<file path="src/include/aes_sbox_table.svh">
////////////////////
// Forward AES S-box as a lookup function
// Meant to be included inside a module body
// Combinational only, no inverse table
////////////////////
`ifndef AES_SBOX_TABLE_SVH
`define AES_SBOX_TABLE_SVH

// Forward S-box lookup
function automatic logic [7:0] aes_sbox_fwd(input logic [7:0] in);
  logic [0:255][7:0] lut;
  // One row per high nibble, entry 0 in the upper bits
  lut = {
    128'h637c777bf26b6fc53001672bfed7ab76,
    128'hca82c97dfa5947f0add4a2af9ca472c0,
    128'hb7fd9326363ff7cc34a5e5f171d83115,
    128'h04c723c31896059a071280e2eb27b275,
    128'h09832c1a1b6e5aa0523bd6b329e32f84,
    128'h53d100ed20fcb15b6acbbe394a4c58cf,
    128'hd0efaafb434d338545f9027f503c9fa8,
    128'h51a3408f929d38f5bcb6da2110fff3d2,
    128'hcd0c13ec5f974417c4a77e3d645d1973,
    128'h60814fdc222a908846eeb814de5e0bdb,
    128'he0323a0a4906245cc2d3ac629195e479,
    128'he7c8376d8dd54ea96c56f4ea657aae08,
    128'hba78252e1ca6b4c6e8dd741f4bbd8b8a,
    128'h703eb5664803f60e613557b986c11d9e,
    128'he1f8981169d98e949b1e87e9ce5528df,
    128'h8ca1890dbfe6426841992d0fb054bb16
  };
  return lut[in];
endfunction

`endif

</file>
<file path="src/rtl/aes_key_pkg.sv">
////////////////////
// Types, sizes and GF(2^8) helpers for the key expansion pipeline
// Only AES-128 and AES-256 are covered
// Byte 0 of a word sits in bits 7:0
////////////////////
`default_nettype none

package aes_key_pkg;

  ////////////////////
  // Enums
  ////////////////////

  // Direction of one schedule step
  typedef enum logic {
    CIPH_FWD = 1'b0,
    CIPH_INV = 1'b1
  } ciph_op_e;

  // Key length
  typedef enum logic {
    AES_128 = 1'b0,
    AES_256 = 1'b1
  } key_len_e;

  ////////////////////
  // Sizes
  ////////////////////

  localparam int NumKeyWords = 8;
  localparam int WordWidth   = 32;
  localparam int RoundWidth  = 4;

  // Key window, word 0 lowest
  typedef logic [NumKeyWords-1:0][WordWidth-1:0] key_win_t;

  // Rcon start values
  localparam logic [7:0] RconFwdInit    = 8'h01;
  localparam logic [7:0] RconInv128Init = 8'h36;
  localparam logic [7:0] RconInv256Init = 8'h40;

  ////////////////////
  // Helpers
  ////////////////////

  // Multiply by x, reduce with 0x11B
  function automatic logic [7:0] aes_mul2(input logic [7:0] in);
    return {in[6:0], 1'b0} ^ (in[7] ? 8'h1b : 8'h00);
  endfunction

  // Divide by x
  // 0x8d is 0x11B shifted right by one
  function automatic logic [7:0] aes_div2(input logic [7:0] in);
    return {1'b0, in[7:1]} ^ (in[0] ? 8'h8d : 8'h00);
  endfunction

  // RotWord, byte 0 ends up in byte 3
  function automatic logic [WordWidth-1:0] aes_rot_word(input logic [WordWidth-1:0] in);
    return {in[7:0], in[WordWidth-1:8]};
  endfunction

endpackage

`default_nettype wire

</file>
<file path="src/rtl/key_expand_decode.sv">
////////////////////
// Stage 1 of the key schedule pipeline
// clear_i must not coincide with valid_i
// Rcon advances only on accepted requests that use it
////////////////////
`default_nettype none

module key_expand_decode import aes_key_pkg::*; #(
  parameter bit AES256Enable = 1'b1
) (
  input  logic                  clk_i,
  input  logic                  rst_ni,
  input  logic                  clear_i,
  input  logic                  valid_i,
  input  ciph_op_e              op_i,
  input  key_len_e              key_len_i,
  input  logic [RoundWidth-1:0] round_i,
  input  key_win_t              key_i,
  output logic                  ready_o,
  output logic                  valid_o,
  output ciph_op_e              op_o,
  output key_len_e              key_len_o,
  output logic [RoundWidth-1:0] round_o,
  output key_win_t              key_o,
  output logic [WordWidth-1:0]  rot_in_o,
  output logic                  use_rot_word_o,
  output logic                  use_rcon_o,
  output logic [7:0]            rcon_o,
  input  logic                  ready_i
);

  key_len_e             key_len;
  logic                 accept;
  logic                 use_rot_word;
  logic                 use_rcon;
  logic [WordWidth-1:0] rot_in;
  logic [7:0]           rcon_q;
  logic [7:0]           rcon_d;
  logic [7:0]           rcon_init;
  logic                 rcon_we;

  // Without AES-256 support every request is AES-128
  assign key_len = AES256Enable ? key_len_i : AES_128;

  // Register free or draining this cycle
  assign ready_o = ~valid_o | ready_i;
  assign accept  = valid_i & ready_o;

  ////////////////////
  // Control flags
  ////////////////////

  // AES-256 uses RotWord and Rcon in odd rounds only
  assign use_rot_word = (key_len == AES_256) ? round_i[0] : 1'b1;
  assign use_rcon     = use_rot_word;

  // RotWord input word
  always_comb begin
    if (key_len == AES_256) begin
      rot_in = (op_i == CIPH_FWD) ? key_i[7] : key_i[3];
    end else begin
      // Inverse AES-128 rebuilds word 3 of the previous key from k3 and k2
      rot_in = (op_i == CIPH_FWD) ? key_i[3] : key_i[3] ^ key_i[2];
    end
  end

  ////////////////////
  // Rcon register
  ////////////////////

  // Start value by direction and key length
  always_comb begin
    if (op_i == CIPH_FWD) begin
      rcon_init = RconFwdInit;
    end else begin
      rcon_init = (key_len == AES_256) ? RconInv256Init : RconInv128Init;
    end
  end

  assign rcon_d  = clear_i ? rcon_init :
                   (op_i == CIPH_FWD) ? aes_mul2(rcon_q) : aes_div2(rcon_q);
  assign rcon_we = clear_i | (accept & use_rcon);

  always_ff @(posedge clk_i or negedge rst_ni) begin
    if (!rst_ni) begin
      rcon_q <= 8'h00;
    end else if (rcon_we) begin
      rcon_q <= rcon_d;
    end
  end

  ////////////////////
  // Pipeline register
  ////////////////////

  always_ff @(posedge clk_i or negedge rst_ni) begin
    if (!rst_ni) begin
      valid_o <= 1'b0;
    end else if (ready_o) begin
      valid_o <= valid_i;
    end
  end

  // Payload, item carries Rcon before the update
  always_ff @(posedge clk_i) begin
    if (accept) begin
      op_o           <= op_i;
      key_len_o      <= key_len;
      round_o        <= round_i;
      key_o          <= key_i;
      rot_in_o       <= rot_in;
      use_rot_word_o <= use_rot_word;
      use_rcon_o     <= use_rcon;
      rcon_o         <= rcon_q;
    end
  end

  // Request selectors known
  a_sel_known : assert property (@(posedge clk_i) disable iff (!rst_ni)
    valid_i |-> !$isunknown({op_i, key_len_i}));

  // Clear never overlaps a request
  a_clear_no_req : assert property (@(posedge clk_i) disable iff (!rst_ni)
    !(clear_i && valid_i));

endmodule

`default_nettype wire

</file>
<file path="src/rtl/key_expand_execute.sv">
////////////////////
// Stage 2 of the key schedule pipeline
// RotWord, SubWord and Rcon add on the selected word
////////////////////
`default_nettype none

module key_expand_execute import aes_key_pkg::*; (
  input  logic                  clk_i,
  input  logic                  rst_ni,
  input  logic                  valid_i,
  output logic                  ready_o,
  input  ciph_op_e              op_i,
  input  key_len_e              key_len_i,
  input  logic [RoundWidth-1:0] round_i,
  input  key_win_t              key_i,
  input  logic [WordWidth-1:0]  rot_in_i,
  input  logic                  use_rot_word_i,
  input  logic                  use_rcon_i,
  input  logic [7:0]            rcon_i,
  output logic                  valid_o,
  output ciph_op_e              op_o,
  output key_len_e              key_len_o,
  output logic [RoundWidth-1:0] round_o,
  output key_win_t              key_o,
  output logic [WordWidth-1:0]  irregular_o,
  input  logic                  ready_i
);

  `include "aes_sbox_table.svh"

  logic                 accept;
  logic [WordWidth-1:0] sub_in;
  logic [WordWidth-1:0] sub_out;
  logic [WordWidth-1:0] irregular;

  assign ready_o = ~valid_o | ready_i;
  assign accept  = valid_i & ready_o;

  ////////////////////
  // Irregular word
  ////////////////////

  always_comb begin
    sub_in = use_rot_word_i ? aes_rot_word(rot_in_i) : rot_in_i;
    // SubWord, one lookup per byte
    for (int b = 0; b < 4; b++) begin
      sub_out[8*b +: 8] = aes_sbox_fwd(sub_in[8*b +: 8]);
    end
    irregular = sub_out;
    // Rcon only touches byte 0
    if (use_rcon_i) begin
      irregular[7:0] = sub_out[7:0] ^ rcon_i;
    end
  end

  ////////////////////
  // Pipeline register
  ////////////////////

  always_ff @(posedge clk_i or negedge rst_ni) begin
    if (!rst_ni) begin
      valid_o <= 1'b0;
    end else if (ready_o) begin
      valid_o <= valid_i;
    end
  end

  always_ff @(posedge clk_i) begin
    if (accept) begin
      op_o        <= op_i;
      key_len_o   <= key_len_i;
      round_o     <= round_i;
      key_o       <= key_i;
      irregular_o <= irregular;
    end
  end

endmodule

`default_nettype wire

</file>
<file path="src/rtl/key_expand_result.sv">
////////////////////
// Stage 3 of the key schedule pipeline
// Chains words into the output window
// Output holds until ready_i is seen
////////////////////
`default_nettype none

module key_expand_result import aes_key_pkg::*; #(
  parameter bit AES256Enable = 1'b1
) (
  input  logic                  clk_i,
  input  logic                  rst_ni,
  input  logic                  valid_i,
  output logic                  ready_o,
  input  ciph_op_e              op_i,
  input  key_len_e              key_len_i,
  input  logic [RoundWidth-1:0] round_i,
  input  key_win_t              key_i,
  input  logic [WordWidth-1:0]  irregular_i,
  output logic                  valid_o,
  output key_win_t              key_o,
  input  logic                  ready_i
);

  logic     accept;
  key_win_t next_key;

  assign ready_o = ~valid_o | ready_i;
  assign accept  = valid_i & ready_o;

  ////////////////////
  // Word chaining
  ////////////////////

  always_comb begin
    // Halves swapped, kept for AES-256 round 0
    next_key = {key_i[3:0], key_i[7:4]};
    if (AES256Enable && (key_len_i == AES_256)) begin
      if (round_i != '0) begin
        if (op_i == CIPH_FWD) begin
          // Old upper half moves down
          next_key[3:0] = key_i[7:4];
          next_key[4]   = irregular_i ^ key_i[0];
          for (int i = 1; i < 4; i++) begin
            next_key[i+4] = next_key[i+3] ^ key_i[i];
          end
        end else begin
          // Old lower half moves up
          next_key[7:4] = key_i[3:0];
          next_key[0]   = irregular_i ^ key_i[4];
          for (int i = 0; i < 3; i++) begin
            next_key[i+1] = key_i[4+i] ^ key_i[5+i];
          end
        end
      end
    end else begin
      // AES-128, upper words just keep the old key
      next_key[7:4] = key_i[3:0];
      next_key[0]   = irregular_i ^ key_i[0];
      for (int i = 1; i < 4; i++) begin
        if (op_i == CIPH_FWD) begin
          next_key[i] = next_key[i-1] ^ key_i[i];
        end else begin
          next_key[i] = key_i[i-1] ^ key_i[i];
        end
      end
    end
  end

  ////////////////////
  // Output register
  ////////////////////

  always_ff @(posedge clk_i or negedge rst_ni) begin
    if (!rst_ni) begin
      valid_o <= 1'b0;
    end else if (ready_o) begin
      valid_o <= valid_i;
    end
  end

  always_ff @(posedge clk_i) begin
    if (accept) begin
      key_o <= next_key;
    end
  end

  // Stalled result stays put until taken
  a_hold_until_ready : assert property (@(posedge clk_i) disable iff (!rst_ni)
    valid_o && !ready_i |=> valid_o && $stable(key_o));

endmodule

`default_nettype wire

</file>
<file path="src/rtl/aes_key_expand_top.sv">
////////////////////
// AES key expansion, one schedule step per request
// Three stages, result three edges after acceptance
// AES256Enable = 0 treats all requests as AES-128
////////////////////
`default_nettype none

module aes_key_expand_top import aes_key_pkg::*; #(
  parameter bit AES256Enable = 1'b1
) (
  input  logic                  clk_i,
  input  logic                  rst_ni,
  input  logic                  clear_i,
  input  logic                  valid_i,
  input  ciph_op_e              op_i,
  input  key_len_e              key_len_i,
  input  logic [RoundWidth-1:0] round_i,
  input  key_win_t              key_i,
  output logic                  ready_o,
  output logic                  valid_o,
  input  logic                  ready_i,
  output key_win_t              key_o
);

  // Decode to execute
  logic                  d2e_valid;
  logic                  d2e_ready;
  ciph_op_e              d2e_op;
  key_len_e              d2e_key_len;
  logic [RoundWidth-1:0] d2e_round;
  key_win_t              d2e_key;
  logic [WordWidth-1:0]  d2e_rot_in;
  logic                  d2e_use_rot_word;
  logic                  d2e_use_rcon;
  logic [7:0]            d2e_rcon;

  // Execute to result
  logic                  e2r_valid;
  logic                  e2r_ready;
  ciph_op_e              e2r_op;
  key_len_e              e2r_key_len;
  logic [RoundWidth-1:0] e2r_round;
  key_win_t              e2r_key;
  logic [WordWidth-1:0]  e2r_irregular;

  key_expand_decode #(
    .AES256Enable ( AES256Enable )
  ) key_expand_decode_i (
    .clk_i          ( clk_i            ),
    .rst_ni         ( rst_ni           ),
    .clear_i        ( clear_i          ),
    .valid_i        ( valid_i          ),
    .op_i           ( op_i             ),
    .key_len_i      ( key_len_i        ),
    .round_i        ( round_i          ),
    .key_i          ( key_i            ),
    .ready_o        ( ready_o          ),
    .valid_o        ( d2e_valid        ),
    .op_o           ( d2e_op           ),
    .key_len_o      ( d2e_key_len      ),
    .round_o        ( d2e_round        ),
    .key_o          ( d2e_key          ),
    .rot_in_o       ( d2e_rot_in       ),
    .use_rot_word_o ( d2e_use_rot_word ),
    .use_rcon_o     ( d2e_use_rcon     ),
    .rcon_o         ( d2e_rcon         ),
    .ready_i        ( d2e_ready        )
  );

  key_expand_execute key_expand_execute_i (
    .clk_i          ( clk_i            ),
    .rst_ni         ( rst_ni           ),
    .valid_i        ( d2e_valid        ),
    .ready_o        ( d2e_ready        ),
    .op_i           ( d2e_op           ),
    .key_len_i      ( d2e_key_len      ),
    .round_i        ( d2e_round        ),
    .key_i          ( d2e_key          ),
    .rot_in_i       ( d2e_rot_in       ),
    .use_rot_word_i ( d2e_use_rot_word ),
    .use_rcon_i     ( d2e_use_rcon     ),
    .rcon_i         ( d2e_rcon         ),
    .valid_o        ( e2r_valid        ),
    .op_o           ( e2r_op           ),
    .key_len_o      ( e2r_key_len      ),
    .round_o        ( e2r_round        ),
    .key_o          ( e2r_key          ),
    .irregular_o    ( e2r_irregular    ),
    .ready_i        ( e2r_ready        )
  );

  key_expand_result #(
    .AES256Enable ( AES256Enable )
  ) key_expand_result_i (
    .clk_i       ( clk_i         ),
    .rst_ni      ( rst_ni        ),
    .valid_i     ( e2r_valid     ),
    .ready_o     ( e2r_ready     ),
    .op_i        ( e2r_op        ),
    .key_len_i   ( e2r_key_len   ),
    .round_i     ( e2r_round     ),
    .key_i       ( e2r_key       ),
    .irregular_i ( e2r_irregular ),
    .valid_o     ( valid_o       ),
    .key_o       ( key_o         ),
    .ready_i     ( ready_i       )
  );

endmodule

`default_nettype wire

</file>
<file path="config.mk">
export PLATFORM = sky130hd
export DESIGN_NAME = aes_key_expand_top
export DESIGN_NICKNAME = d
export VERILOG_FILES = /design/src/rtl/aes_key_pkg.sv /design/src/rtl/key_expand_decode.sv /design/src/rtl/key_expand_execute.sv /design/src/rtl/key_expand_result.sv /design/src/rtl/aes_key_expand_top.sv
export VERILOG_INCLUDE_DIRS = /design/src /design/src/include
export SDC_FILE = /design/constraint.sdc
export NUM_CORES = 2
export LEC_CHECK = 0
export BUFFER_PORTS_ARGS = -buffer_cell sky130_fd_sc_hd__buf_2
export CORE_UTILIZATION = 64
export CTS_CLUSTER_DIAMETER = 30
export DETAILED_ROUTE_END_ITERATION = 10
export GPL_TIMING_DRIVEN = 0
export PLACE_DENSITY = 0.92
export SYNTH_ARGS = -nofsm -noshare
export SYNTH_HDL_FRONTEND = slang
export SYNTH_SLANG_ARGS = --single-unit
export TNS_END_PERCENT = 5
</file>
<file path="constraint.sdc">
create_clock -name clk_i -period 17.4 [get_ports clk_i]
set_input_delay 2.61 -clock clk_i [delete_from_list [all_inputs] [get_ports clk_i]]
set_output_delay 2.61 -clock clk_i [all_outputs]
set_load 0.02 [all_outputs]
</file>
==> reports/metrics.csv, run 1 <==
stage,metric,value,unit
outcome,status,did not finish,
outcome,failing_step,global routing,
outcome,toolErrorMsg,[ERROR GRT-0232] Routing congestion too high. Check the congestion heatmap in the GUI.,
floorplanning,initial_core_util,0.649,
global_routing,antenna_found_initial,93,
clock_network,cts_sinks,864,
placement,dpl.hpwl,154000,um
logic_synthesis,synthCells,4563,
logic_synthesis,syn_area,48400,um2
logic_synthesis,ys_ff_latch,864,
placement,port_buffers,524,
logic_synthesis,ys_top_cells_by_area,"edfxtp_1, xnor2_1, a21oi_1",
logic_synthesis,ys_async_sr_fraction,0.0127,
global_routing,grt_use_total,0.767,
floorplanning,num_rows,100,
logic_synthesis,synth.distinct_cells,82,
logic_synthesis,ys.flop_type,edfxtp_1,
clock_network,clockRootBuffer,clkbuf_16,
placement,dpl.cell_count,6069,
clock_network,cts_hold_buffers,0,
placement,gp_routability_congestion,1.23,
logic_synthesis,synth-edff-count,853,
logic_synthesis,yosysSeqAreaShare,0.534,
logic_synthesis,yosysWarnings,0,
logic_synthesis,synth_top_area_cell,edfxtp_1,
global_routing,grt_max_degree,69,
logic_synthesis,yosys.area.top_type_share,0.529,
clock_network,cts.repair.resized,0,
floorplanning,fp.dieW,277,um
global_routing,overflow,2,
floorplanning,io_pins,525,
clock_network,postCtsSetupBuffers,0,
logic_synthesis,synth_commonest_cells,"edfxtp_1, nand2_1, a21oi_1",
clock_network,clock_path_buffers,3,
floorplanning,die_y,277,um
logic_synthesis,syn_nets,4886,
logic_synthesis,syn_avg_cell_area,10.6,um2
clock_network,numCtsBuffers,114,
logic_synthesis,yosys.cell_count.top_type,edfxtp_1,
clock_network,htreeDepth,3,
[stage by stage]
stage	setup slack (ps)	instance area, um2	hold WS, ps	util
2_1_floorplan	5600	48400	400	-
3_3_place_gp	1250	52300	400	0.700
3_5_place_dp	11320	52600	405	0.705
4_1_cts	11380	56700	411	0.759
[logic make-up after synthesis]
kind of cell / share of synthesized area
AND/OR/NAND/NOR: 0.124
AO/OA/AOI/OAI: 0.167
flip-flops: 0.534
XOR/XNOR: 0.0958
buffers and inverters: 0.0366
multiplexers: 0.0279
adder cells (fa/ha/maj): 0.0145
[routing by layer]
layer / global-route usage / overflow
met1: 0.759 / 0
met2: 0.894 / 2
met3: 0.688 / 0
met4: 0.722 / 0
met5: 0.418 / 0
==> run 2: changes to the inputs <==
--- a/config.mk
+++ b/config.mk
@@ -7,11 +7,10 @@
 export NUM_CORES = 2
 export LEC_CHECK = 0
 export BUFFER_PORTS_ARGS = -buffer_cell sky130_fd_sc_hd__buf_2
-export CORE_UTILIZATION = 64
-export CTS_CLUSTER_DIAMETER = 30
+export CORE_UTILIZATION = 40
 export DETAILED_ROUTE_END_ITERATION = 10
 export GPL_TIMING_DRIVEN = 0
-export PLACE_DENSITY = 0.92
+export PLACE_DENSITY_LB_ADDON = 0.15
 export SYNTH_ARGS = -nofsm -noshare
 export SYNTH_HDL_FRONTEND = slang
 export SYNTH_SLANG_ARGS = --single-unit
==> reports/metrics.csv, run 2 <==
stage,metric,value,unit,change
timing,fin_skew,50.6,ps,
logic_synthesis,ys_async_sr_fraction,0.0127,,unchanged
clock_network,cts_sinks,864,,unchanged
floorplanning,die_y,350,um,+26%
placement,gp_routability_congestion,1.08,,-12%
logic_synthesis,synth-edff-count,853,,unchanged
floorplanning,num_rows,127,,+27%
global_routing,antenna_found_initial,19,,
logic_synthesis,yosys.cell_count.top_type,edfxtp_1,,
setup_path,r2r_slack,11310,ps,
hold_path,holdPathEnd,key_expand_execute_i.key_o[254],,
placement,dpl.hpwl,179000,um,+16%
clock_network,clockRootBuffer,clkbuf_16,,
global_routing,grt_first_pass_wirelength,332000,um,
floorplanning,fp.dieW,350,um,+26%
timing,rsz0062_at_grt,no,,
clock_network,clock_path_buffers,3,,unchanged
global_routing,grt_use_total,0.388,,
clock_network,path_clk_slew,60,ps,
cells_and_area,seqCellArea,25900,um2,
logic_synthesis,yosysWarnings,0,,unchanged
detailed_routing,routed_wl,245000,um,
global_routing,overflow,0,,
logic_synthesis,syn_avg_cell_area,10.6,um2,unchanged
logic_synthesis,ys_top_cells_by_area,"edfxtp_1, xnor2_1, a21oi_1",,
logic_synthesis,ys.flop_type,edfxtp_1,,
hold_path,min_from,key_expand_decode_i.key_o[254],,
cells_and_area,final_common_cell,edfxtp_1,,
flow_run,cap_violations,0,,
global_routing,grt_max_degree,67,,
clock_network,htreeDepth,3,,unchanged
timing,max_freq,164,MHz,
placement,port_buffers,524,,unchanged
timing,setup_viol,0,,
clock_network,numCtsBuffers,91,,-20%
timing,slew_headroom,0.0531,,
timing,tightestPinTransition,1420,ps,
floorplanning,initial_core_util,0.404,,-0.245
timing,hold_violations,0,,
hold_path,hold_depth,0,,
floorplanning,io_pins,525,,unchanged
setup_path,rr_worst_depth,15,,
cells_and_area,layout.cells.non_filler,6902,,
logic_synthesis,yosys.area.top_type_share,0.529,,unchanged
clock_network,clkLatencyLatePin,750,ps,
cells_and_area,layout_common_cells,"edfxtp_1, buf_2, nand2_1",,
setup_path,start_kind,register,,
timing,slew_violations,0,,
setup_path,r2r-start,key_expand_decode_i.use_rot_word_o,,
power_and_ir_drop,power_leakage,20.0,nW,
placement,dpl.cell_count,6715,,+11%
detailed_routing,drtIter0Drc,6829,,
logic_synthesis,synth_top_area_cell,edfxtp_1,,
cells_and_area,top_regs,"key_expand_decode_i.key_o (256), key_expand_execute_i.key_o (256), key_expand_result_i.key_o (256)",,
clock_network,cts_hold_buffers,0,,unchanged
detailed_routing,avgRoutedWirePerCell,35.5,um,
logic_synthesis,syn_nets,4886,,unchanged
hold_path,hold_path.class,reg2reg,,
power_and_ir_drop,peakVddDrop,0.0848,mV,
cells_and_area,drive_above_1_share,0.175,,
outcome,status,completed,,
logic_synthesis,synth.distinct_cells,82,,unchanged
detailed_routing,routed-via-count,44328,,
timing,fin_crit,6090,ps,
floorplanning,dieArea,123000,um2,
logic_synthesis,ys_ff_latch,864,,unchanged
logic_synthesis,yosysSeqAreaShare,0.534,,unchanged
cells_and_area,nets,5520,,
cells_and_area,nFillCells,11260,,
timing,setup_tns,0,ps,
detailed_routing,vias_per_cell,6.42,,
cells_and_area,syn2layout_area_growth,16.5,%,
power_and_ir_drop,p_per_area,121,nW/um2,
setup_path,arrival,6490,ps,
detailed_routing,drc_errors,0,,
setup_path,rr_endpoint,key_expand_execute_i.irregular_o[0],,
logic_synthesis,syn_area,48400,um2,unchanged
setup_path,critPathRequiredTime,17800,ps,
setup_path,worst-path-max-fanout,15,,
timing,fin_crit_sh,0.350,,
clock_network,cts_tree,built,,
floorplanning,coreArea,120000,um2,
clock_network,cts.repair.resized,0,,unchanged
logic_synthesis,synth_commonest_cells,"edfxtp_1, nand2_1, a21oi_1",,
global_routing,first_global_vias,41900,,
detailed_routing,drt_pass1_iterations,7,,
cells_and_area,multi_input_area,20800,um2,
detailed_routing,postRouteAntennaNets,0,,
logic_synthesis,synthCells,4563,,unchanged
setup_path,end_kind,register,,
setup_path,critPathKind,reg2reg,,
clock_network,postCtsSetupBuffers,0,,unchanged
## run 2: cell counts after synthesis
No cell type changed its count.
## run 2: final cells by class
type                            instances  share of cell area
Tap cell                             1612              0.0357
Inverter                               20             0.00137
Sequential cell                       864               0.459
Clock buffer                          115              0.0419
Multi-Input combinational cell       3318               0.369
Antenna cell                           24             0.00106
Buffer                                361              0.0300
Clock inverter                         47             0.00904
Timing Repair Buffer                  541              0.0536
## run 2: worst max-delay path: stages, from the launching register on
cell and delay, ps:
edfxtp_1 340, buf_6 200, buf_12 200, mux2i_1 400, buf_2 460, buf_2 510, ha_1 210, clkbuf_1 540
clkbuf_1 710, nor2_1 110, a211oi_1 290, o22ai_1 140, a211oi_1 490, nor3_1 80, nor2_1 330, xor2_1 770
## run 2: kinds of logic after synthesis
kind of cell | count (synthesis) | share of synthesized area
buf+inv | 381 | 0.0366
compound gates | 1300 | 0.167
fa+ha+maj | 56 | 0.0145
mux | 106 | 0.0279
flops | 864 | 0.534
xor+xnor | 530 | 0.0958
simple gates | 1326 | 0.124
## run 2: per-layer routing
| metal | global-route usage | part of all wire | up-vias | wire [um] |
|---|---|---|---|---|
| li1 | - | - | 18239 | - |
| met1 | 0.506 | 0.39 | 21934 | 95800 |
| met2 | 0.578 | 0.43 | 3395 | 105000 |
| met3 | 0.121 | 0.12 | 752 | 30100 |
| met4 | 0.196 | 0.057 | 8 | 14000 |
| met5 | 0 | 0.00023 | - | 57 |
## run 2: worst max path at each step
stage / startpoint / endpoint / cells after the start
6_report: key_expand_decode_i.use_rot_word_o / key_expand_execute_i.irregular_o[0] / 15
5_1_grt: key_len_i / key_expand_decode_i.rot_in_o[24] / 6
4_1_cts: key_len_i / key_expand_decode_i.rot_in_o[8] / 6
3_5_place_dp: key_len_i / key_expand_decode_i.rot_in_o[8] / 6
3_3_place_gp: ready_i / key_expand_decode_i.rcon_q[1] / 7
2_1_floorplan: ready_i / key_expand_decode_i.rcon_q[1] / 6
## run 2: stage by stage
step | utilization | hold slack [ps] | instance area, um2 | power [mW] | worst slack (ps)
2_1_floorplan | - | 400 | 48400 | 4.00 | 5600
3_3_place_gp | 0.442 | 400 | 53100 | 4.96 | 55.9
3_5_place_dp | 0.446 | 405 | 53500 | 4.87 | 10760
4_1_cts | 0.470 | 373 | 56400 | 6.76 | 11470
5_1_grt | 0.470 | 377 | 56400 | 7.02 | 11320
6_report | 0.470 | 369 | 56400 | 6.84 | 11310
## run 2: power breakdown
part / switching, mW / leakage, nW / total (mW) / internal, mW
Clock: 0.845 / 1.39 / 1.91 / 1.06
Sequential: 0.175 / 8.36 / 2.78 / 2.60
Combinational: 1.53 / 10.2 / 2.16 / 0.623
(Power assumes the default switching activity.)
